**src/source/mem_pkg.sv**
```systemverilog
package mem_pkg;

    typedef logic [31:0] data_t;
    typedef logic [5:0]  phys_reg_t;
    typedef logic [3:0]  byte_mask_t;

    // RV32 instruction formats
    typedef struct packed {
        logic [6:0] funct7;
        logic [4:0] rs2;
        logic [4:0] rs1;
        logic [2:0] funct3;
        logic [4:0] rd;
        logic [6:0] opcode;
    } r_type_t;

    typedef struct packed {
        logic [11:0] imm;
        logic [4:0]  rs1;
        logic [2:0]  funct3;
        logic [4:0]  rd;
        logic [6:0]  opcode;
    } i_type_t;

    typedef struct packed {
        logic [6:0] imm_hi;
        logic [4:0] rs2;
        logic [4:0] rs1;
        logic [2:0] funct3;
        logic [4:0] imm_lo;
        logic [6:0] opcode;
    } s_type_t;

    typedef union packed {
        r_type_t r;
        i_type_t i;
        s_type_t s;
    } inst_t;

    typedef enum logic {
        OPA_IS_RS1  = 1'b0,
        OPA_IS_ZERO = 1'b1
    } opa_select_t;

    typedef enum logic [1:0] {
        OPB_IS_RS2   = 2'h0,
        OPB_IS_I_IMM = 2'h1,
        OPB_IS_S_IMM = 2'h2
    } opb_select_t;

    // Encoded as funct3[1:0]
    typedef enum logic [1:0] {
        BYTE = 2'h0,
        HALF = 2'h1,
        WORD = 2'h2
    } mem_size_t;

    typedef struct packed {
        logic        valid;
        inst_t       inst;
        opa_select_t opa_select;
        opb_select_t opb_select;
        data_t       source_reg_1;
        data_t       source_reg_2;
        phys_reg_t   dest_reg_idx;
    } load_addr_packet_t;

    typedef struct packed {
        logic       valid;
        phys_reg_t  dest_reg_idx;
        data_t      load_addr;
        byte_mask_t byte_mask;
        mem_size_t  size;
        logic       is_unsigned;
    } load_data_packet_t;

    typedef struct packed {
        logic      valid;
        phys_reg_t dest_reg_idx;
        data_t     data;
    } load_result_t;

    typedef struct packed {
        logic  valid;
        inst_t inst;
        data_t base;
        data_t store_data;
    } store_packet_t;

    // Wishbone classic, master to slave
    typedef struct packed {
        logic       cyc;
        logic       stb;
        logic       we;
        data_t      adr;
        data_t      dat;
        byte_mask_t sel;
    } wb_req_t;

    typedef struct packed {
        logic  ack;
        data_t dat;
    } wb_rsp_t;

    localparam load_addr_packet_t NOP_LOAD_ADDR_PACKET = load_addr_packet_t'(0);
    localparam load_result_t      NOP_LOAD_RESULT      = load_result_t'(0);
    localparam wb_req_t           WB_REQ_IDLE          = wb_req_t'(0);
    localparam wb_rsp_t           WB_RSP_IDLE          = wb_rsp_t'(0);

    function automatic data_t i_imm(inst_t inst);
        return {{20{inst.i.imm[11]}}, inst.i.imm};
    endfunction

    function automatic data_t s_imm(inst_t inst);
        return {{20{inst.s.imm_hi[6]}}, inst.s.imm_hi, inst.s.imm_lo};
    endfunction

    // Unshifted lane mask for an access size
    function automatic byte_mask_t size_mask(mem_size_t size);
        case (size)
            BYTE:    return 4'b0001;
            HALF:    return 4'b0011;
            WORD:    return 4'b1111;
            default: return 4'b0000;
        endcase
    endfunction

    // Byte address to bus word address
    function automatic data_t word_adr(data_t addr);
        return {2'b00, addr[31:2]};
    endfunction

endpackage

```
**src/source/wb_arbiter.sv**
```systemverilog
`timescale 1ns/1ps

module wb_arbiter (
    input  logic             clock,
    input  logic             reset,

    // Master side
    input  mem_pkg::wb_req_t load_req,
    input  mem_pkg::wb_req_t store_req,
    output mem_pkg::wb_rsp_t load_rsp,
    output mem_pkg::wb_rsp_t store_rsp,

    // Slave side
    output mem_pkg::wb_req_t ram_req,
    input  mem_pkg::wb_rsp_t ram_rsp
);

    logic grant_valid_q;
    logic grant_store_q;
    logic grant_valid;
    logic grant_store;
    logic locked;

    // Owner keeps the bus until it drops cyc
    assign locked = grant_valid_q & (grant_store_q ? store_req.cyc : load_req.cyc);

    always_comb begin
        if (locked) begin
            grant_valid = 1'b1;
            grant_store = grant_store_q;
        end else if (load_req.cyc) begin
            // Loads first, they wake dependents
            grant_valid = 1'b1;
            grant_store = 1'b0;
        end else if (store_req.cyc) begin
            grant_valid = 1'b1;
            grant_store = 1'b1;
        end else begin
            grant_valid = 1'b0;
            grant_store = 1'b0;
        end
    end

    always_ff @(posedge clock) begin
        if (reset) begin
            grant_valid_q <= 1'b0;
            grant_store_q <= 1'b0;
        end else begin
            grant_valid_q <= grant_valid;
            grant_store_q <= grant_store;
        end
    end

    always_comb begin
        ram_req   = mem_pkg::WB_REQ_IDLE;
        load_rsp  = mem_pkg::WB_RSP_IDLE;
        store_rsp = mem_pkg::WB_RSP_IDLE;
        load_rsp.dat  = ram_rsp.dat;
        store_rsp.dat = ram_rsp.dat;
        if (grant_valid) begin
            ram_req = grant_store ? store_req : load_req;
            load_rsp.ack  = ram_rsp.ack & ~grant_store;
            store_rsp.ack = ram_rsp.ack & grant_store;
        end
    end

endmodule

```
**config.mk**
```make
export PLATFORM = sky130hd
export DESIGN_NAME = wb_arbiter
export DESIGN_NICKNAME = d
export VERILOG_FILES = /design/src/source/mem_pkg.sv /design/src/source/wb_arbiter.sv
export SDC_FILE = /design/constraint.sdc
export NUM_CORES = 1
export LEC_CHECK = 0
export ABC_CLOCK_PERIOD_IN_PS = 1250
export BUFFER_PORTS_ARGS = -buffer_cell sky130_fd_sc_hd__buf_4
export CELL_PAD_IN_SITES_DETAIL_PLACEMENT = 2
export CELL_PAD_IN_SITES_GLOBAL_PLACEMENT = 2
export CORE_UTILIZATION = 12
export DETAILED_ROUTE_END_ITERATION = 10
export PLACE_DENSITY_LB_ADDON = 0.1
export RECOVER_POWER = 25
export SYNTH_ARGS = -nofsm -noshare
export SYNTH_HDL_FRONTEND = slang
export SYNTH_SLANG_ARGS = --single-unit
export TNS_END_PERCENT = 100
```
**constraint.sdc**
```tcl
create_clock -name clock -period 1.25 [get_ports clock]
set_clock_uncertainty 0.15 [all_clocks]
set_input_delay 0.25 -clock clock [delete_from_list [all_inputs] [get_ports clock]]
set_output_delay 0.25 -clock clock [all_outputs]
set_load 0.01 [all_outputs]
```
==> impl_results.md <==
- Layout cells sized above 1: 69.92%
- Clock slew at reported path FFs: 30 ps
- Initial antenna violation count: 0
- Routed Antenna Nets: 0
- Initial Util: 12.46%
- DP HPWL: 8746 um
- R2R setup slack: 10 ps
- Mux cell area share after synthesis: 0%
- Critical Path Start: grant_valid_q
- Clk network pwr share: 23.0%
- Status: complete, but fails checks
- Max Root-Sink Buffers: 2
- Total clock sinks: 2
- Synth Register Bits: 2
- Worst min-delay path startpoint: reset
- Worst R2R Start: grant_valid_q
- Endpoints failing setup: 73
- CP Max Fanout: 5
- Via count: 2797
- Drt total wl: 12330 um
- Hold Vio Cnt, Final: 0
- GR Util All Layers: 11.56%
- Worst Path Required: 850 ps
- Relative slew margins: 78.86%
- Final Cycle Share: 141.5%
- Simple-Gate Fraction of Synth Area: 25.18%
- Commonest non-fill, non-tap cells in the layout: 204 x buf_4, 141 x nand2_1, 61 x o22ai_2
- Sequential-to-total area share from yosys stat: 1.759%
- Max IR drop VDD: 0.3440 mV
- Hold buffer count at cts: 0
- Final Wtd Congestion: 0.6872
- RSZ-0062 raised after global routing: true
- Setup WS post-layout: -518.9 ps
- Vias per inst: 3.990
- Syn Std Cell Area: 0.002276 mm2
- Pin count of the biggest net entering global routing: 39
- CP bufs+invs: 4
- # DRC: 0
- Gate Count Post-Synth: 316
- CP Launch Type: flip-flop
- Design area: 0.004230 mm2
- Slew @ Worst Pin: 317.0 ps
- Crit Path Class: reg -> out
- Switching Share: 34.30%
- Crit path cell chain: a21boi_4 > buf_8 > buf_12 > buf_12 > o22ai_2 > buf_4
- Max Slew Vio Count: 0
- Area grow syn2layout: 85.87%
- Yosys warnings: 0
- Util after Layout: 23.15%
- Hold Path Class: in -> reg
- Most common cell after layout, fill and taps aside: buf_4
- Largest family of logic cells by synthesized area: compound AO/OA/AOI/OAI gates
- Largest delay share family, worst path: buffers and inverters
- DIE AREA: 0.01952 mm2
- Capture point of the worst reg-to-reg path: grant_store_q
- Synthesized net count: 493
- Drt pass-1 iters: 4
- CTS buffer count: 3
- DP Area: 0.003691 mm2
- Core area: 0.01827 mm2
- H-tree Lvls: 1
- Drt wl/cell: 17.59 um
- Adder-Cell Fraction of Synth Area: 0%
- Seq pwr share: 3.5%
- CP max stage delay: 330 ps
- TritonCTS clock tree: built
- Design internal power: 1383 uW
- Share of power burned in combinational logic: 73.5%
- Nets: 651
- Most used cell, CP: buf_12
- Critical Path AT: 1370 ps
- Hold path cells: 2
- Die X: 139.7 um
- Slowest CP cell: dfxtp_2
- FF-to-FF path depth: 5
- Port-buffer cells: 217
- Rows: 49
- Failing checks: setup timing
- Post-Syn Area per Cell: 7.202 um2
- Sum Neg Setup Slack: -34710 ps
- Synth Area in Compound Gates: 39.03%
- Leakage power: 0.002009 uW
- Clk Latency, worst-skew pair: 220 ps
- CTS root buffer: clkbuf_16
- Vias in the first global route: 3196
- Fmax: 565.3 MHz
- Hold Path Sink: grant_store_q
- PD cells: 497.4 mW/mm2
- Global-route wire length before repair: 17840 um
- Total gr overflow: 0
- Tmin final: 1769 ps
- Net Switching: 721.6 uW
- Drt initial violations: 34
- Diodes inserted: 0
- Max Cap Viol: 0
- Synth unique cells: 17
- Chip Height: 139.7 um
- Filler cells: 2168
- Number of I/O pins: 314
- Crit end category: output port
- Post-synthesis xor/xnor area fraction: 0%
==> cell families after synthesis <==
group / after synthesis
flops: 2
compound gates: 71
simple gates: 147
buf+inv: 96
==> power groups by stage <==
stage,combinational (uW),sequential [uW],clock (uW)
2_1_floorplan,894,72.7,0
3_3_place_gp,1380,73.4,0
3_5_place_dp,1390,74.0,0
4_1_cts,1530,73.4,495
5_1_grt,1670,74.0,504
6_report,1550,73.1,485
==> routing by layer <==
metal	vias to the layer above	GRT usage [%]	routed length [um]
met5	-	0	0
met4	0	2.776	168
met3	20	2.650	852
met2	122	22.08	6498
met1	1339	12.75	4814
li1	1316	-	-
==> area by class of cell <==
type | count | area [um2] | share of cell area [%]
clock buffers | 3 | 75.07 | 1.775
multi-input cells | 218 | 1551 | 36.68
flip-flops and latches | 2 | 42.54 | 1.006
well taps | 229 | 286.5 | 6.773
repair buffers | 249 | 2275 | 53.77
==> through the flow <==
step | instances | power (uW) | setup WS (ps) | hold WS [ps]
after floorplan | 316 | 966.5 | -128.6 | 162.1
after global placement | 679 | 1450 | -371.1 | 266.9
after detailed placement | 679 | 1468 | -375.0 | 271.0
after CTS | 697 | 2101 | -522.5 | 39.72
after global routing | 701 | 2244 | -579.4 | 57.43
final | 701 | 2104 | -518.9 | 42.17
==> sequential cells by signal, summed over array words and instances, names as in the netlist <==
| name | flops |
|---|---|
| grant_valid_q | 1 |
| grant_store_q | 1 |
==> worst max-delay path by stage <==
| stage | to | depth (start not counted) |
|---|---|---|
| final | ram_req[4] | 6 |
| after detailed placement | store_rsp[32] | 5 |
| after global placement | store_rsp[32] | 5 |
| after floorplan | ram_req[10] | 5 |
| after global routing | ram_req[4] | 6 |
| after CTS | ram_req[43] | 5 |
==> what timing repair did <==
action,4_1_cts,5_1_grt
setup buffers,11,0
gates resized for setup,32,6
pin swaps,2,1
setup endpoints to repair,73,74
cloned,4,4
==> Yosys cell counts, drive strengths merged <==
cell type,n,share of area (%)
nor2,1,0.16
nor2b,1,0.28
o22ai,70,38
or2,1,0.28
nor3b,1,0.55
dfxtp,2,1.8
and3,1,0.28
nand2,141,23
a21boi,1,0.82
and3b,1,0.38
clkbuf,15,3.3
buf,81,31
==> worst register-to-register path, delay by kind of cell, from the launching register on <==
family	cells	cell delay [ps]
buffers and inverters	3	460
AOI/OAI and AO/OA	1	170
and+or+nand+nor	1	40
DFF	1	330
(Power assumes the default switching activity.)
