### src/source/mem_pkg.sv
package mem_pkg;

    typedef logic [31:0] data_t;
    typedef logic [5:0]  phys_reg_t;
    typedef logic [3:0]  byte_mask_t;

    // RV32 instruction formats
    typedef struct packed {
        logic [6:0] funct7;
        logic [4:0] rs2;
        logic [4:0] rs1;
        logic [2:0] funct3;
        logic [4:0] rd;
        logic [6:0] opcode;
    } r_type_t;

    typedef struct packed {
        logic [11:0] imm;
        logic [4:0]  rs1;
        logic [2:0]  funct3;
        logic [4:0]  rd;
        logic [6:0]  opcode;
    } i_type_t;

    typedef struct packed {
        logic [6:0] imm_hi;
        logic [4:0] rs2;
        logic [4:0] rs1;
        logic [2:0] funct3;
        logic [4:0] imm_lo;
        logic [6:0] opcode;
    } s_type_t;

    typedef union packed {
        r_type_t r;
        i_type_t i;
        s_type_t s;
    } inst_t;

    typedef enum logic {
        OPA_IS_RS1  = 1'b0,
        OPA_IS_ZERO = 1'b1
    } opa_select_t;

    typedef enum logic [1:0] {
        OPB_IS_RS2   = 2'h0,
        OPB_IS_I_IMM = 2'h1,
        OPB_IS_S_IMM = 2'h2
    } opb_select_t;

    // Encoded as funct3[1:0]
    typedef enum logic [1:0] {
        BYTE = 2'h0,
        HALF = 2'h1,
        WORD = 2'h2
    } mem_size_t;

    typedef struct packed {
        logic        valid;
        inst_t       inst;
        opa_select_t opa_select;
        opb_select_t opb_select;
        data_t       source_reg_1;
        data_t       source_reg_2;
        phys_reg_t   dest_reg_idx;
    } load_addr_packet_t;

    typedef struct packed {
        logic       valid;
        phys_reg_t  dest_reg_idx;
        data_t      load_addr;
        byte_mask_t byte_mask;
        mem_size_t  size;
        logic       is_unsigned;
    } load_data_packet_t;

    typedef struct packed {
        logic      valid;
        phys_reg_t dest_reg_idx;
        data_t     data;
    } load_result_t;

    typedef struct packed {
        logic  valid;
        inst_t inst;
        data_t base;
        data_t store_data;
    } store_packet_t;

    // Wishbone classic, master to slave
    typedef struct packed {
        logic       cyc;
        logic       stb;
        logic       we;
        data_t      adr;
        data_t      dat;
        byte_mask_t sel;
    } wb_req_t;

    typedef struct packed {
        logic  ack;
        data_t dat;
    } wb_rsp_t;

    localparam load_addr_packet_t NOP_LOAD_ADDR_PACKET = load_addr_packet_t'(0);
    localparam load_result_t      NOP_LOAD_RESULT      = load_result_t'(0);
    localparam wb_req_t           WB_REQ_IDLE          = wb_req_t'(0);
    localparam wb_rsp_t           WB_RSP_IDLE          = wb_rsp_t'(0);

    function automatic data_t i_imm(inst_t inst);
        return {{20{inst.i.imm[11]}}, inst.i.imm};
    endfunction

    function automatic data_t s_imm(inst_t inst);
        return {{20{inst.s.imm_hi[6]}}, inst.s.imm_hi, inst.s.imm_lo};
    endfunction

    // Unshifted lane mask for an access size
    function automatic byte_mask_t size_mask(mem_size_t size);
        case (size)
            BYTE:    return 4'b0001;
            HALF:    return 4'b0011;
            WORD:    return 4'b1111;
            default: return 4'b0000;
        endcase
    endfunction

    // Byte address to bus word address
    function automatic data_t word_adr(data_t addr);
        return {2'b00, addr[31:2]};
    endfunction

endpackage

### src/source/load_addr_stage.sv
`timescale 1ns/1ps

module load_addr_stage (
    input  logic                       clock,
    input  logic                       reset,

    // From execute
    input  mem_pkg::load_addr_packet_t load_addr_packet_in,
    output logic                       load_addr_free,

    // To the data stage
    input  logic                       load_data_free,
    output mem_pkg::load_data_packet_t load_data_packet
);

    mem_pkg::load_addr_packet_t load_addr_packet;

    mem_pkg::data_t      opa;
    mem_pkg::data_t      opb;
    mem_pkg::data_t      addr;
    mem_pkg::mem_size_t  size;
    mem_pkg::byte_mask_t size_byte_mask;

    // Hold a packet only while the data stage is busy
    assign load_addr_free = load_data_free | ~load_addr_packet.valid;

    // Operand A mux
    always_comb begin
        case (load_addr_packet.opa_select)
            mem_pkg::OPA_IS_RS1:  opa = load_addr_packet.source_reg_1;
            mem_pkg::OPA_IS_ZERO: opa = '0;
            default:              opa = '0;
        endcase
    end

    // Operand B mux
    always_comb begin
        case (load_addr_packet.opb_select)
            mem_pkg::OPB_IS_RS2:   opb = load_addr_packet.source_reg_2;
            mem_pkg::OPB_IS_I_IMM: opb = mem_pkg::i_imm(load_addr_packet.inst);
            mem_pkg::OPB_IS_S_IMM: opb = mem_pkg::s_imm(load_addr_packet.inst);
            default:               opb = '0;
        endcase
    end

    assign addr           = opa + opb;
    assign size           = mem_pkg::mem_size_t'(load_addr_packet.inst.r.funct3[1:0]);
    assign size_byte_mask = mem_pkg::size_mask(size);

    assign load_data_packet = '{
        valid:        load_addr_packet.valid,
        dest_reg_idx: load_addr_packet.dest_reg_idx,
        load_addr:    addr,
        byte_mask:    size_byte_mask << addr[1:0],
        size:         size,
        is_unsigned:  load_addr_packet.inst.r.funct3[2]
    };

    always_ff @(posedge clock) begin
        if (reset) begin
            load_addr_packet <= mem_pkg::NOP_LOAD_ADDR_PACKET;
        end else if (load_addr_free) begin
            load_addr_packet <= load_addr_packet_in;
        end
    end

endmodule

### config.mk
export PLATFORM = sky130hd
export DESIGN_NAME = load_addr_stage
export DESIGN_NICKNAME = d
export VERILOG_FILES = /design/src/source/mem_pkg.sv /design/src/source/load_addr_stage.sv
export SDC_FILE = /design/constraint.sdc
export NUM_CORES = 1
export LEC_CHECK = 0
export BUFFER_PORTS_ARGS = -buffer_cell sky130_fd_sc_hd__clkbuf_2
export CAP_MARGIN = 20
export CORE_ASPECT_RATIO = 1.25
export CORE_MARGIN = 1.5
export CORE_UTILIZATION = 33
export DETAILED_ROUTE_END_ITERATION = 10
export HOLD_SLACK_MARGIN = 0.05
export PLACE_DENSITY = 0.54
export SYNTH_ARGS = -nofsm -noshare
export SYNTH_HDL_FRONTEND = slang
export SYNTH_SLANG_ARGS = --single-unit
### constraint.sdc
create_clock -name clock -period 5.78 [get_ports clock]
set_input_delay 1.445 -clock clock [delete_from_list [all_inputs] [get_ports clock]]
set_output_delay 1.445 -clock clock [all_outputs]
set_load 0.01 [all_outputs]
==> impl_metrics.csv <==
group,metric,value,unit
worst_setup_path,crit_type,"flop to primary output",
synthesis,synth_seq_cells,94,
timing,fin_hold_ws,0.445,ns
place,hpwl,12400,microns
synthesis,synth_adder_area_share,7.26,%
timing,max_freq,0.199,GHz
clock_network,cts_sinks,94,
power_and_ir_drop,power.leakage,3.35,nW
worst_setup_path,cp_num_buf_inv,2,
hold_path,min_from,"load_addr_packet[45]$_SDFFE_PP0P_",
timing,rsz0062_at_grt,"no",
grt,grt_antenna_before_repair,0,
synthesis,synthXorXnorAreaFrac,3.52,%
synthesis,yosys.area_share.simple,23.8,%
timing,worst_pin_slew,1.03,ns
grt,grt_pass1_vias,5556,
drt,dr.pass1.iters,4,
die,initial_utilization,34.0,%
synthesis,syn_area,5970,sq um
drt,viasPerCell,4.95,
worst_setup_path,r2r_slack,4.12,ns
timing,setup_viol_count_final,0,
hold_path,hold_depth,2,
run_status,status,"complete, no violations",
worst_setup_path,r2r_start,"load_data_packet[45]$_SDFFE_PP0P_",
worst_setup_path,path_common_cell,"a21oi_1",
worst_setup_path,r2r-end,"load_addr_packet[19]$_SDFFE_PP0P_",
die,core,17600,sq um
timing,fin_crit,5.03,ns
timing,slew_violations,0,
layout,syn_to_final_growth,18.2,%
layout,design_area,7050,sq um
run,maxCapViolations,0,
grt,grtUsageTotal,18.4,%
layout,drive_gt1_share,19.7,%
die,ios,156,
hold_path,hp-class,"flop to flop",
die,die_x,123,microns
worst_setup_path,critPathMaxFanout,21,
clock_network,clk_latency,0.35,ns
worst_setup_path,crit_arrival,3.59,ns
grt,grt-ovfl-total,0,
power_and_ir_drop,power,0.00183,W
grt,grt_pass1_wl,27400,microns
timing,slew_headroom,31.5,%
place,io_buffers,143,
timing,hold_viol_final,0,
synthesis,yosys_warnings,0,
timing,skew,0.00783,ns
synthesis,synth.distinct_cells,58,
synthesis,synth_compound_gate_area_share,25.5,%
worst_setup_path,crit_chain,"nor2b_1 -> o21a_1 -> buf_4 -> a21o_1 -> ha_1 -> a21oi_1 -> o21bai_1 -> a21oi_1 -> o221ai_1 -> or3b_1 -> o211ai_1 -> clkbuf_2",
clock_network,cts_setup_buffers,0,
drt,drcViolationCount,0,
worst_setup_path,crit_path_start_kind,"flop",
layout,fillers,1962,
drt,wl,16800,microns
layout,diodes,0,
grt,grt_max_degree,95,
timing,finalCritPeriodShare,87.0,%
synthesis,yosys_most_used_dff,"dfxtp_1",
synthesis,muxShareOfSynthArea,2.37,%
worst_setup_path,slowest_stage,"dfxtp_1",
clock_network,root_buffer,"clkbuf_16",
synthesis,synth.yosys.seq_area_share,31.5,%
clock_network,clk_pin_slew,0.07,ns
drt,drtIter0Drc,282,
clock_network,ctsResizeCount,0,
power_and_ir_drop,power_density,259,nW/um^2
clock_network,clockBufferDepth,2,
drt,wl_per_cell,14.6,microns
place,gp_congestion,0.842,
die,dieHeight,153,microns
die,die-area,18900,sq um
clock_network,cts_max_level,3,
die,rows,54,
power_and_ir_drop,ir_drop,0.131,mV
clock_network,cts_tree,"built",
synthesis,syn_nets,964,
drt,ant_nets,0,
worst_setup_path,critPathMaxStageDelay,0.63,ns
synthesis,syn_inst,821,
hold_path,hold_end,"load_addr_packet[45]$_SDFFE_PP0P_",
worst_setup_path,crit_path_end_kind,"primary output",
place,placed_area,6740,sq um
synthesis,synth_enable_flop_cells,0,
clock_network,ctsHoldBuffers,0,
worst_setup_path,critical_path_required,4.34,ns
timing,finalSetupTns,0,ns
drt,vias,5680,
clock_network,cts_buffers,9,
worst_setup_path,r2r_cells,4,
worst_setup_path,crit_family,"compound AO/OA/AOI/OAI gates",
synthesis,synth_top_family_by_area,"compound AO/OA/AOI/OAI gates",
synthesis,syn_avg_cell_area,7.27,sq um
layout,final_nets,1062,
synthesis,async_reset_ff_share,0,%
==> synthesized netlist by cell type, types with 5 or more instances <==
library cell | number | area share, %
buf_4 | 10 | 1.3
buf_1 | 5 | 0.31
clkbuf_1 | 39 | 2.5
ha_1 | 33 | 6.9
o21ai_1 | 6 | 0.50
a21oi_2 | 5 | 0.73
nand2_1 | 230 | 14
nand3_1 | 8 | 0.67
xnor2_1 | 18 | 2.6
mux2i_1 | 13 | 2.2
a21o_1 | 29 | 3.6
dfxtp_1 | 94 | 32
buf_2 | 9 | 0.75
o21a_1 | 12 | 1.5
inv_1 | 14 | 0.88
o21bai_1 | 5 | 0.63
o211ai_1 | 8 | 1.0
a21oi_1 | 127 | 11
nor2b_1 | 40 | 4.2
nor2_1 | 21 | 1.3
nand4_1 | 9 | 0.94
xor2_1 | 6 | 0.88
o21ai_0 | 21 | 1.8
nor3_1 | 8 | 0.67
==> kinds of logic (layout without fill, tap and decap cells) <==
group	after synthesis	after routing
buffers and inverters	79	182
and+or+nand+nor	330	330
AOI/OAI and AO/OA	246	246
adders and majority gates	34	34
muxes	14	14
xor gates and xnor gates	24	24
DFF	94	94
==> worst max path at each step <==
stage                                 to  slack (ns)  depth (start not counted)                         startpoint
finish              load_data_packet[36]        0.75                         12  load_addr_packet[71]$_SDFFE_PP0P_
global route        load_data_packet[37]        0.45                         11  load_addr_packet[71]$_SDFFE_PP0P_
CTS                 load_data_packet[36]        0.72                         12  load_addr_packet[71]$_SDFFE_PP0P_
detailed placement  load_data_packet[37]        1.10                         11  load_addr_packet[71]$_SDFFE_PP0P_
global placement    load_data_packet[37]        1.12                         11  load_addr_packet[71]$_SDFFE_PP0P_
floorplan           load_data_packet[37]        1.35                         12  load_addr_packet[70]$_SDFFE_PP0P_
==> state kept, by name, summed over array words and instances (netlist names) <==
register          cells
load_addr_packet     84
load_data_packet     10
==> per-layer routing <==
metal | track usage [%] | vias up | wire length [microns]
met2 | 32.6 | 104 | 8450
met3 | 3.47 | 20 | 751
met5 | 0 | - | 0
met4 | 6.57 | 0 | 346
li1 | - | 3000 | -
met1 | 21.7 | 2556 | 7260
==> placed cells by master, fill, tap and decap left out, drive strengths merged, types with 2 or more instances in the layout <==
cell,n
a21boi,3
nor2b,40
ha,33
nor3b,2
o31ai,3
nor2,21
inv,16
and2,2
o221ai,2
nor3,8
xor2,6
nand3,8
a21o,29
a31oi,5
mux2i,13
a221oi,2
a21oi,132
clkbuf,153
or3,3
o221a,2
o21a,12
xnor2,18
a311oi,2
o21bai,5
dfxtp,94
nand4,9
a22oi,2
a221o,3
o211ai,8
o21ai,27
buf,10
or2,2
nand2,230
==> per-stage QoR <==
stage	util, %	instances	worst slack [ns]
6_report	40.1	1148	0.749
5_1_grt	40.1	1148	0.454
4_1_cts	40.1	1148	0.719
3_5_place_dp	38.3	1132	1.10
3_3_place_gp	38.3	1132	1.12
2_1_floorplan	-	821	1.35
==> area by class of cell <==
type                       count  area (sq um)  share of cell area [%]
timing repair buffer         152           783                    11.1
clock buffer                  11           253                    3.58
clock inverter                 5          63.8                   0.905
tap                          224           280                    3.97
sequential                    94          1880                    26.7
inverter                      14          52.6                   0.745
multi-input combinational    648          3740                    53.0
==> worst register-to-register path, stage by stage (launching register included) <==
cell and delay (ns):
dfxtp_1 0.34, nor2b_4 0.15, buf_4 0.74, nand2_1 0.20
a21oi_1 0.15
==> power by group <==
part / leakage (nW) / switching, W / internal, W / total, W
Sequential: 0.782 / 0.0000234 / 0.000689 / 0.000713
Clock: 0.153 / 0.000275 / 0.000363 / 0.000638
Combinational: 2.42 / 0.000279 / 0.000196 / 0.000475
Total: 3.35 / 0.000577 / 0.00125 / 0.00183
Note: power is estimated with default switching activity, not from simulation.
