## src/source/mem_pkg.sv

```systemverilog
package mem_pkg;

    typedef logic [31:0] data_t;
    typedef logic [5:0]  phys_reg_t;
    typedef logic [3:0]  byte_mask_t;

    // RV32 instruction formats
    typedef struct packed {
        logic [6:0] funct7;
        logic [4:0] rs2;
        logic [4:0] rs1;
        logic [2:0] funct3;
        logic [4:0] rd;
        logic [6:0] opcode;
    } r_type_t;

    typedef struct packed {
        logic [11:0] imm;
        logic [4:0]  rs1;
        logic [2:0]  funct3;
        logic [4:0]  rd;
        logic [6:0]  opcode;
    } i_type_t;

    typedef struct packed {
        logic [6:0] imm_hi;
        logic [4:0] rs2;
        logic [4:0] rs1;
        logic [2:0] funct3;
        logic [4:0] imm_lo;
        logic [6:0] opcode;
    } s_type_t;

    typedef union packed {
        r_type_t r;
        i_type_t i;
        s_type_t s;
    } inst_t;

    typedef enum logic {
        OPA_IS_RS1  = 1'b0,
        OPA_IS_ZERO = 1'b1
    } opa_select_t;

    typedef enum logic [1:0] {
        OPB_IS_RS2   = 2'h0,
        OPB_IS_I_IMM = 2'h1,
        OPB_IS_S_IMM = 2'h2
    } opb_select_t;

    // Encoded as funct3[1:0]
    typedef enum logic [1:0] {
        BYTE = 2'h0,
        HALF = 2'h1,
        WORD = 2'h2
    } mem_size_t;

    typedef struct packed {
        logic        valid;
        inst_t       inst;
        opa_select_t opa_select;
        opb_select_t opb_select;
        data_t       source_reg_1;
        data_t       source_reg_2;
        phys_reg_t   dest_reg_idx;
    } load_addr_packet_t;

    typedef struct packed {
        logic       valid;
        phys_reg_t  dest_reg_idx;
        data_t      load_addr;
        byte_mask_t byte_mask;
        mem_size_t  size;
        logic       is_unsigned;
    } load_data_packet_t;

    typedef struct packed {
        logic      valid;
        phys_reg_t dest_reg_idx;
        data_t     data;
    } load_result_t;

    typedef struct packed {
        logic  valid;
        inst_t inst;
        data_t base;
        data_t store_data;
    } store_packet_t;

    // Wishbone classic, master to slave
    typedef struct packed {
        logic       cyc;
        logic       stb;
        logic       we;
        data_t      adr;
        data_t      dat;
        byte_mask_t sel;
    } wb_req_t;

    typedef struct packed {
        logic  ack;
        data_t dat;
    } wb_rsp_t;

    localparam load_addr_packet_t NOP_LOAD_ADDR_PACKET = load_addr_packet_t'(0);
    localparam load_result_t      NOP_LOAD_RESULT      = load_result_t'(0);
    localparam wb_req_t           WB_REQ_IDLE          = wb_req_t'(0);
    localparam wb_rsp_t           WB_RSP_IDLE          = wb_rsp_t'(0);

    function automatic data_t i_imm(inst_t inst);
        return {{20{inst.i.imm[11]}}, inst.i.imm};
    endfunction

    function automatic data_t s_imm(inst_t inst);
        return {{20{inst.s.imm_hi[6]}}, inst.s.imm_hi, inst.s.imm_lo};
    endfunction

    // Unshifted lane mask for an access size
    function automatic byte_mask_t size_mask(mem_size_t size);
        case (size)
            BYTE:    return 4'b0001;
            HALF:    return 4'b0011;
            WORD:    return 4'b1111;
            default: return 4'b0000;
        endcase
    endfunction

    // Byte address to bus word address
    function automatic data_t word_adr(data_t addr);
        return {2'b00, addr[31:2]};
    endfunction

endpackage

```

## src/source/store_unit.sv

```systemverilog
`timescale 1ns/1ps

module store_unit (
    input  logic                   clock,
    input  logic                   reset,

    // From issue
    input  mem_pkg::store_packet_t store_in,
    output logic                   store_free,

    // Wishbone master port
    output mem_pkg::wb_req_t       wb_req,
    input  mem_pkg::wb_rsp_t       wb_rsp
);

    logic take;
    logic busy;

    mem_pkg::data_t      addr;
    mem_pkg::mem_size_t  size;
    mem_pkg::byte_mask_t sel;
    mem_pkg::data_t      lanes;

    // Bus payload, held for the whole cycle
    mem_pkg::data_t      adr_q;
    mem_pkg::data_t      dat_q;
    mem_pkg::byte_mask_t sel_q;

    assign store_free = ~busy;
    assign take       = store_in.valid & store_free;

    assign addr = store_in.base + mem_pkg::s_imm(store_in.inst);
    assign size = mem_pkg::mem_size_t'(store_in.inst.s.funct3[1:0]);
    assign sel  = mem_pkg::size_mask(size) << addr[1:0];

    // Copy the low bits into every lane, sel picks the live ones
    always_comb begin
        case (size)
            mem_pkg::BYTE: lanes = {4{store_in.store_data[7:0]}};
            mem_pkg::HALF: lanes = {2{store_in.store_data[15:0]}};
            default:       lanes = store_in.store_data;
        endcase
    end

    always_ff @(posedge clock) begin
        if (reset) begin
            busy <= 1'b0;
        end else if (take) begin
            busy <= 1'b1;
        end else if (busy && wb_rsp.ack) begin
            busy <= 1'b0;
        end
    end

    always_ff @(posedge clock) begin
        if (take) begin
            adr_q <= mem_pkg::word_adr(addr);
            dat_q <= lanes;
            sel_q <= sel;
        end
    end

    assign wb_req = '{
        cyc: busy,
        stb: busy,
        we:  1'b1,
        adr: adr_q,
        dat: dat_q,
        sel: sel_q
    };

endmodule

```

## config.mk

```make
export PLATFORM = sky130hd
export DESIGN_NAME = store_unit
export DESIGN_NICKNAME = d
export VERILOG_FILES = /design/src/source/mem_pkg.sv /design/src/source/store_unit.sv
export SDC_FILE = /design/constraint.sdc
export NUM_CORES = 1
export LEC_CHECK = 0
export ABC_AREA = 1
export BUFFER_PORTS_ARGS = -buffer_cell sky130_fd_sc_hd__buf_2
export CAP_MARGIN = 30
export CORE_ASPECT_RATIO = 1.25
export CORE_MARGIN = 2
export CORE_UTILIZATION = 43
export DETAILED_ROUTE_END_ITERATION = 10
export PLACE_DENSITY_LB_ADDON = 0.15
export SYNTH_ARGS = -nofsm -noshare
export SYNTH_HDL_FRONTEND = slang
export SYNTH_SLANG_ARGS = --single-unit
```

## constraint.sdc

```tcl
create_clock -name clock -period 6.07 [get_ports clock]
set_input_delay 0.3035 -clock clock [delete_from_list [all_inputs] [get_ports clock]]
set_output_delay 0.3035 -clock clock [all_outputs]
set_load 0.1 [all_outputs]
```

==> impl_metrics.toml, run 1 <==
[die]
die_height_um = 123
start_util_pct = 44.2
die_w_um = 99.5
dieArea_mm2 = 0.0123
io_pins = 204
rows = 43
core_mm2 = 0.0111

[clock_tree]
htreeDepth = 3
cts_made_buffers = 9
clk_latency_ns = 0.34
cts_root_buffer = "clkbuf_16"
ctsLongestPathBuffers = 2
cts.clk_slew.worst_paths_ns = 0.06
cts_setup_buffers = 0
cts_sinks = 67
cts_resized = 0
cts_tree = "yes"
postCtsHoldBufs = 0

[route]
drt-pass1-iter-count = 4
routed_wl_mm = 12.0
avgViaCountPerCell = 4.72
vias = 4557
drt_iter0_drc = 147
routedWlPerCell_um = 12.5
ant_nets = 0
route.detailed.drc = 0

[place]
dp_hpwl_mm = 9.52
gp_congestion = 0.897
numPortBuffers = 150

[critical_path]
r2r_end = "adr_q[28]"
end_kind = "register"
timing.rr.start = "busy"
r2r_cells = 4
rrSetupSlack_ns = 4.48
cp.arrival_ns = 2.03
endpoint = "adr_q[28]"
startpoint_type = "input port"
worst-setup-path-type = "in2reg"
path_max_fanout = 21
crit_start = "store_in[95]"
critPathRequiredTime_ns = 6.17

[timing]
clock.fmax_mhz = 517
finalMaxSlewViolations = 0
skew_ns = 0.00748
worstMarginPinSlew_ns = 0.873
fin_crit_sh_pct = 31.8
fin_crit_ns = 1.93
rsz0062_at_grt = "no"
relSlewSlack_pct = 41.8
setup_violations = 0
setup-tns-final_ns = 0
hold_viol_final = 0

[worst_hold_path]
hp-class = "in2reg"
hold_path_depth = 2

[run]
cap_violations = 0

[pwr]
leakage_nw = 3.43
peakVddDrop_mv = 0.170
total_power_w = 0.00181
p_per_area_mw_per_mm2 = 296

[layout]
num-fill-cells = 1094
diodes = 0
area_growth_pct = 24.4
drive_gt1_share_pct = 23.9
fin_nets = 993
layout_commonest_cell = "nand2_1"
final_cell_mix = "nand2_1, buf_2, inv_1"

[synth]
syn_inst = 669
syn_area_mm2 = 0.00490
postSynthAreaPerCell_um2 = 7.33
ys.warnings.count = 0
ys_seq_elements = 67
ys_types = 30
ys_seq_area_share_pct = 40.8

[global_routing]
first_global_vias = 4363
grt_pass1_wl_mm = 19.3
grt_max_degree = 67
antenna_found_initial = 0
grt.total_usage_pct = 19.7
overflow = 0

[run_status]
status = "finished clean"
-- metrics by stage --
step	setup WS, ns	instances	instance area [um^2]	hold slack [ns]	utilization, %
finish	4.14	965	6100	0.124	55.0
global route	4.00	965	6100	0.139	55.0
CTS	4.17	965	6100	0.114	55.0
detailed placement	3.82	949	5790	0.471	52.2
global placement	3.89	949	5790	0.463	52.2
floorplan	3.26	670	4910	0.373	-
-- power by group --
part | total [W] | switching (W) | internal, W
logic | 0.000675 | 0.000535 | 0.000139
registers | 0.000582 | 0.00000955 | 0.000572
clock network | 0.000551 | 0.000224 | 0.000326
-- cells by family (layout without fill, tap and decap cells) --
logic type	after synthesis	in the layout	share of synthesized area (%)
AND/OR/NAND/NOR	344	344	28.9
buffers and inverters	152	312	12.1
flip-flops	67	67	40.8
AO/OA/AOI/OAI	52	52	5.79
adder cells (fa/ha/maj)	36	36	9.34
XOR/XNOR	16	16	2.86
other	2	3	0.153
-- how the worst min path moves through the flow --
stage / from / end / slack (ns)
floorplan: reset / busy / 0.37
global placement: reset / busy / 0.46
detailed placement: reset / busy / 0.47
CTS: reset / busy / 0.11
global route: reset / busy / 0.14
finish: reset / busy / 0.12
-- area by class of cell --
class                           instances  area, um^2  share of cell area [%]
Clock buffer                            9         225                    3.69
Timing Repair Buffer                  152         766                    12.6
Clock inverter                          7        83.8                    1.37
Tap cell                              135         169                    2.77
Multi-Input combinational cell        451        2310                    37.9
Sequential cell                        67        2000                    32.8
Inverter                              144         541                    8.86
-- cell usage after synthesis --
master,number,share of area [%]
xnor2_1,2,0.36
nand2_2,14,1.8
o22ai_1,8,1.0
o21ai_1,2,0.20
nor3_2,2,0.41
nand3_1,23,2.3
fa_1,1,0.41
buf_2,3,0.31
nor2_1,41,3.1
inv_2,3,0.23
buf_4,5,0.77
dfxtp_1,1,0.41
o21bai_1,2,0.31
a21oi_2,1,0.18
o211ai_1,1,0.15
o21ai_0,17,1.7
conb_1,2,0.15
edfxtp_1,66,40
nand4_1,3,0.38
inv_1,141,11
xor2_1,14,2.5
nand2_1,249,19
nor2_2,2,0.26
or2_4,1,0.18
ha_1,35,8.9
a21o_1,1,0.15
a21oi_1,20,2.0
or2_2,2,0.26
nor3_1,3,0.31
nand3_2,4,0.82
-- layer usage --
layer	vias to the layer above	wire length [um]	track usage, %
li1	2377	-	-
met1	2043	5020	22.7
met2	125	6130	36.7
met3	12	670	3.28
met4	0	214	7.28
met5	-	0	0
-- registers in the layout, indices dropped and copies added, names as in the netlist --
name,flops
dat_q,32
adr_q,30
sel_q,4
busy,1
-- critical path, cell delays in order --
cell	delay, ns
buf_2	0.36
ha_1	0.39
nand2_2	0.13
inv_2	0.04
nand2_1	0.09
inv_1	0.08
a21oi_1	0.22
nand2_2	0.14
nand2_1	0.11
nand2_1	0.05
nand2_1	0.05
nand2_1	0.04
Power figures use the tool's default switching activity.
==> run 2, diff against run 1 <==
==> constraint.sdc (replaced) <==
create_clock -name clock -period 1.7 [get_ports clock]
set_input_delay 0.085 -clock clock [delete_from_list [all_inputs] [get_ports clock]]
set_output_delay 0.085 -clock clock [all_outputs]
set_load 0.1 [all_outputs]
==> run 2 against run 1 <==
Compared with the run above:
- sequential power increased to 3.6 times the previous value
- cell area rose by 6.4%
- register-to-register slack got worse by 4.1 ns
- clock skew about the same
- cell count grew 4.8%
- first-iteration DRC count is 59% higher
- critical endpoint unchanged
==> impl_metrics.toml, run 2 (synthesized netlist as in run 1, its figures left out) <==
[die]
start_util_pct = 44.2
die_height_um = 123
io_pins = 204
core_mm2 = 0.0111
die_w_um = 99.5
rows = 43
dieArea_mm2 = 0.0123

[pwr]
p_per_area_mw_per_mm2 = 1020
leakage_nw = 3.65
peakVddDrop_mv = 0.456
total_power_w = 0.00659

[global_routing]
antenna_found_initial = 0
grt_pass1_wl_mm = 20.8
grt_max_degree = 67
grt.total_usage_pct = 21.2
overflow = 0
first_global_vias = 4740

[timing]
setup_slack_ns = 0.173
finalMaxSlewViolations = 0
skew_ns = 0.00768
fin_crit_sh_pct = 89.8
hold_viol_final = 0
setup_violations = 0
fin_crit_ns = 1.53
setup-tns-final_ns = 0
hold_ws_ns = 0.0130
rsz0062_at_grt = "no"
clock.fmax_mhz = 655

[clock_tree]
htreeDepth = 3
cts_sinks = 67
ctsLongestPathBuffers = 2
cts.clk_slew.worst_paths_ns = 0.06
cts_made_buffers = 9
cts_root_buffer = "clkbuf_16"
cts_tree = "yes"
clk_latency_ns = 0.33

[critical_path]
cpMostUsedCell = "nand2_1"
worstPathCellList = "buf_2, ha_1, fa_1, buf_4, nand2_1, nand3_2, nand2_1, nand2_2, nand2_1, nand2_1, nand2_1, nand2_1"
rrSetupSlack_ns = 0.42
endpoint = "adr_q[28]"
r2r_cells = 4
path_max_fanout = 3
r2r_end = "dat_q[24]"
cp.arrival_ns = 1.62
timing.rr.start = "busy"
critPathMaxStageDelay_ns = 0.39
end_kind = "register"
crit_slowest_cell = "fa_1"
crit_start = "store_in[32]"
worst-setup-path-type = "in2reg"
critPathRequiredTime_ns = 1.79
startpoint_type = "input port"

[route]
drt_iter0_drc = 234
ant_nets = 0
vias = 4757
avgViaCountPerCell = 4.71
routed_wl_mm = 12.7
routedWlPerCell_um = 12.5
route.met2.wl_mm = 6.53
route.detailed.drc = 0
drt-pass1-iter-count = 5
wl_met1_mm = 5.23
wl_met3_um = 668
top_layer = "met4"

[layout]
diodes = 0
area_growth_pct = 32.3
stdcell_count = 1011
layout_commonest_cell = "nand2_1"
largest_register = "dat_q"
drive_gt1_share_pct = 26.9
top_regs = "dat_q (32), adr_q (30), sel_q (4)"
fin_nets = 1039
final_cell_mix = "nand2_1, buf_2, inv_1"
largest_reg_flops = 32

[place]
gp_congestion = 0.952
dp_hpwl_mm = 10.1
place_ws_ns = -0.246
placed_cells = 986
numPortBuffers = 150

[run_status]
status = "finished clean"

[worst_hold_path]
hp-class = "in2reg"
hold_path_depth = 3

[run]
cap_violations = 0
run 2: area by class of cell:
| type | instances | area, um^2 |
|---|---|---|
| timing repair buffer | 198 | 1150 |
| tap | 135 | 169 |
| multi-input combinational | 451 | 2320 |
| clock buffer | 9 | 225 |
| fill | 1057 | 4600 |
| clock inverter | 7 | 82.6 |
| sequential | 67 | 2000 |
| inverter | 144 | 544 |
run 2: metrics by stage:
stage	cell area, um^2	utilization (%)
CTS	6480	58.5
finish	6490	58.5
global route	6490	58.5
detailed placement	6080	54.9
global placement	6080	54.9
floorplan	4910	-
run 2: critical path: cells and delay by family:
| kind | cells | cell delay, ns |
|---|---|---|
| buffers and inverters | 2 | 0.27 |
| AND/OR/NAND/NOR | 8 | 0.65 |
| adder cells (fa/ha/maj) | 2 | 0.61 |
run 2: worst min path at each step:
stage,to,startpoint
after floorplan,busy,reset
after global placement,busy,reset
after detailed placement,busy,reset
after CTS,busy,wb_rsp[32]
after global routing,busy,wb_rsp[32]
final,busy,wb_rsp[32]
run 2: timing repair:
action | CTS | global route
setup buffers | 0 | 0
gates resized for setup | 0 | 2
hold endpoints to repair | 9 | 0
endpoints found under the setup margin | 0 | 2
hold buffers | 9 | 0
run 2: where the power goes:
part / switching, W / total, W / internal (W)
clock: 0.000790 / 0.00195 / 0.00116
combinational: 0.00195 / 0.00256 / 0.000609
sequential: 0.0000367 / 0.00208 / 0.00204
total: 0.00277 / 0.00659 / 0.00381
run 2: layer usage:
metal,up-vias,GRT usage [%]
li1,2470,-
met1,2127,23.8
met2,142,40.2
met3,18,4.13
met4,0,6.68
met5,-,0
==> run 3, diff against run 2 <==
--- a/config.mk
+++ b/config.mk
@@ -8,10 +8,13 @@
 export ABC_AREA = 1
 export BUFFER_PORTS_ARGS = -buffer_cell sky130_fd_sc_hd__buf_2
 export CAP_MARGIN = 30
+export CELL_PAD_IN_SITES_DETAIL_PLACEMENT = 1
+export CELL_PAD_IN_SITES_GLOBAL_PLACEMENT = 2
 export CORE_ASPECT_RATIO = 1.25
 export CORE_MARGIN = 2
-export CORE_UTILIZATION = 43
+export CORE_UTILIZATION = 23
 export DETAILED_ROUTE_END_ITERATION = 10
+export MAX_ROUTING_LAYER = met4
 export PLACE_DENSITY_LB_ADDON = 0.15
 export SYNTH_ARGS = -nofsm -noshare
 export SYNTH_HDL_FRONTEND = slang
==> run 3 against run 2 <==
Compared with the run above:
- wire length up 24%
- power rose by 1.8%
- via count rose by 1.2%
- fmax is 1.1% lower
- clock skew up 0.0041 ns
- largest cell class unchanged
==> impl_metrics.toml, run 3 (synthesized netlist as in run 1, its figures left out) <==
[run_status]
status = "finished clean"

[run]
cap_violations = 0

[place]
gp_congestion = 0.807
numPortBuffers = 150
dp_hpwl_mm = 13.2
place_ws_ns = -0.300

[layout]
num-fill-cells = 2610
largest_register = "dat_q"
final_cell_mix = "nand2_1, buf_2, inv_1"
fin_nets = 1052
top_regs = "dat_q (32), adr_q (30), sel_q (4)"
multi_input_area_mm2 = 0.00231
ff_latch_area_mm2 = 0.00200
largest_reg_flops = 32
drive_gt1_share_pct = 27.9
layout_commonest_cell = "nand2_1"
diodes = 0
area_growth_pct = 37.9
final_core_util_pct = 32.4

[critical_path]
crit_slowest_cell = "ha_1"
r2r_cells = 4
critPathRequiredTime_ns = 1.80
worst-setup-path-type = "in2reg"
worstPathCellList = "clkbuf_4, ha_1, nand2_1, inv_1, nand2_1, nor3_1, buf_4, nand3_1, nand4_1, nand2_1"
startpoint_type = "input port"
end_kind = "register"
critPathMaxStageDelay_ns = 0.43
cp.arrival_ns = 1.64
cpMostUsedCell = "nand2_1"
path_max_fanout = 20

[route]
drt-pass1-iter-count = 4
route.detailed.drc = 0
drt_iter0_drc = 114
routed_wl_mm = 15.7
routedWlPerCell_um = 13.5
ant_nets = 0
vias = 4816
avgViaCountPerCell = 4.14

[global_routing]
antenna_found_initial = 0
grt.total_usage_pct = 14.8
grt_max_degree = 67
grt_pass1_wl_mm = 25.5
overflow = 0
first_global_vias = 5194

[die]
core_mm2 = 0.0209
dieArea_mm2 = 0.0225
die_w_um = 135
die_height_um = 167
io_pins = 204
rows = 59
start_util_pct = 23.5

[clock_tree]
ctsLongestPathBuffers = 2
cts.clk_slew.worst_paths_ns = 0.07
cts_setup_buffers = 0
cts_root_buffer = "clkbuf_16"
cts_made_buffers = 9
htreeDepth = 3
cts_sinks = 67
clk_latency_ns = 0.34
cts_tree = "yes"

[timing]
worstMarginPinSlew_ns = 0.527
setup-tns-final_ns = 0
setup_slack_ns = 0.157
hold_ws_ns = 0.0207
clock.fmax_mhz = 648
rsz0062_at_grt = "yes"
relSlewSlack_pct = 65.1
skew_ns = 0.0118
fin_crit_ns = 1.54
hold_viol_final = 0
fin_crit_sh_pct = 90.8
setup_violations = 0
finalMaxSlewViolations = 0

[pwr]
internal-power_w = 0.00385
comb_power_share_pct = 39.3
leakage_nw = 3.71
p_switching_w = 0.00285
pwr-share-clk_pct = 29.6
p_per_area_mw_per_mm2 = 991
total_power_w = 0.00670
swShare_pct = 42.6
seqPwrFrac_pct = 31.0
peakVddDrop_mv = 0.430

[worst_hold_path]
hold_path_depth = 3
hp-class = "in2reg"
==> run 3: final cells by class <==
| cell class | count | share of cell area (%) |
|---|---|---|
| clock buffers | 9 | 3.33 |
| clock inverters | 7 | 1.22 |
| inverters | 144 | 8.05 |
| multi-input cells | 451 | 34.2 |
| flip-flops and latches | 67 | 29.6 |
| well taps | 274 | 5.07 |
| repair buffers | 211 | 18.5 |
==> run 3: per-stage QoR <==
stage | instances | cell area, um^2
floorplan | 670 | 4910
global placement | 1137 | 6350
detailed placement | 1137 | 6350
CTS | 1163 | 6760
global route | 1163 | 6760
finish | 1163 | 6760
==> run 3: critical path, delay by kind of cell <==
family / cells / cell delay, ns
buffers and inverters: 3 / 0.47
AND/OR/NAND/NOR: 6 / 0.65
adder cells (fa/ha/maj): 1 / 0.43
==> run 3: repair_timing <==
item | CTS | global route
gates resized for setup | 0 | 2
hold buffers | 10 | 0
setup endpoints to repair | 0 | 12
hold endpoints to repair | 9 | 0
==> run 3: power groups by stage <==
stage | Sequential [W] | Clock, W | Combinational (W)
6_report | 0.00208 | 0.00199 | 0.00264
5_1_grt | 0.00209 | 0.00214 | 0.00286
4_1_cts | 0.00208 | 0.00209 | 0.00268
3_5_place_dp | 0.00212 | 0 | 0.00266
3_3_place_gp | 0.00211 | 0 | 0.00264
2_1_floorplan | 0.00323 | 0 | 0.000853
==> run 3: per-layer routing <==
metal | global-route usage [%] | up-vias | wire length [um]
met4 | 4.71 | 0 | 340
met3 | 2.66 | 24 | 677
met5 | - | - | 0
met2 | 26.6 | 119 | 8030
li1 | - | 2493 | -
met1 | 16.5 | 2180 | 6680
==> run 3: path summary, 6_finish.rpt <==
kind | from | to | slack (ns)
hold reg to reg | busy | dat_q[26] | 1.10
setup reg to reg | busy | busy | 0.30
setup / recovery | store_in[95] | adr_q[22] | 0.16
hold / removal | store_in[30] | dat_q[30] | 0.02
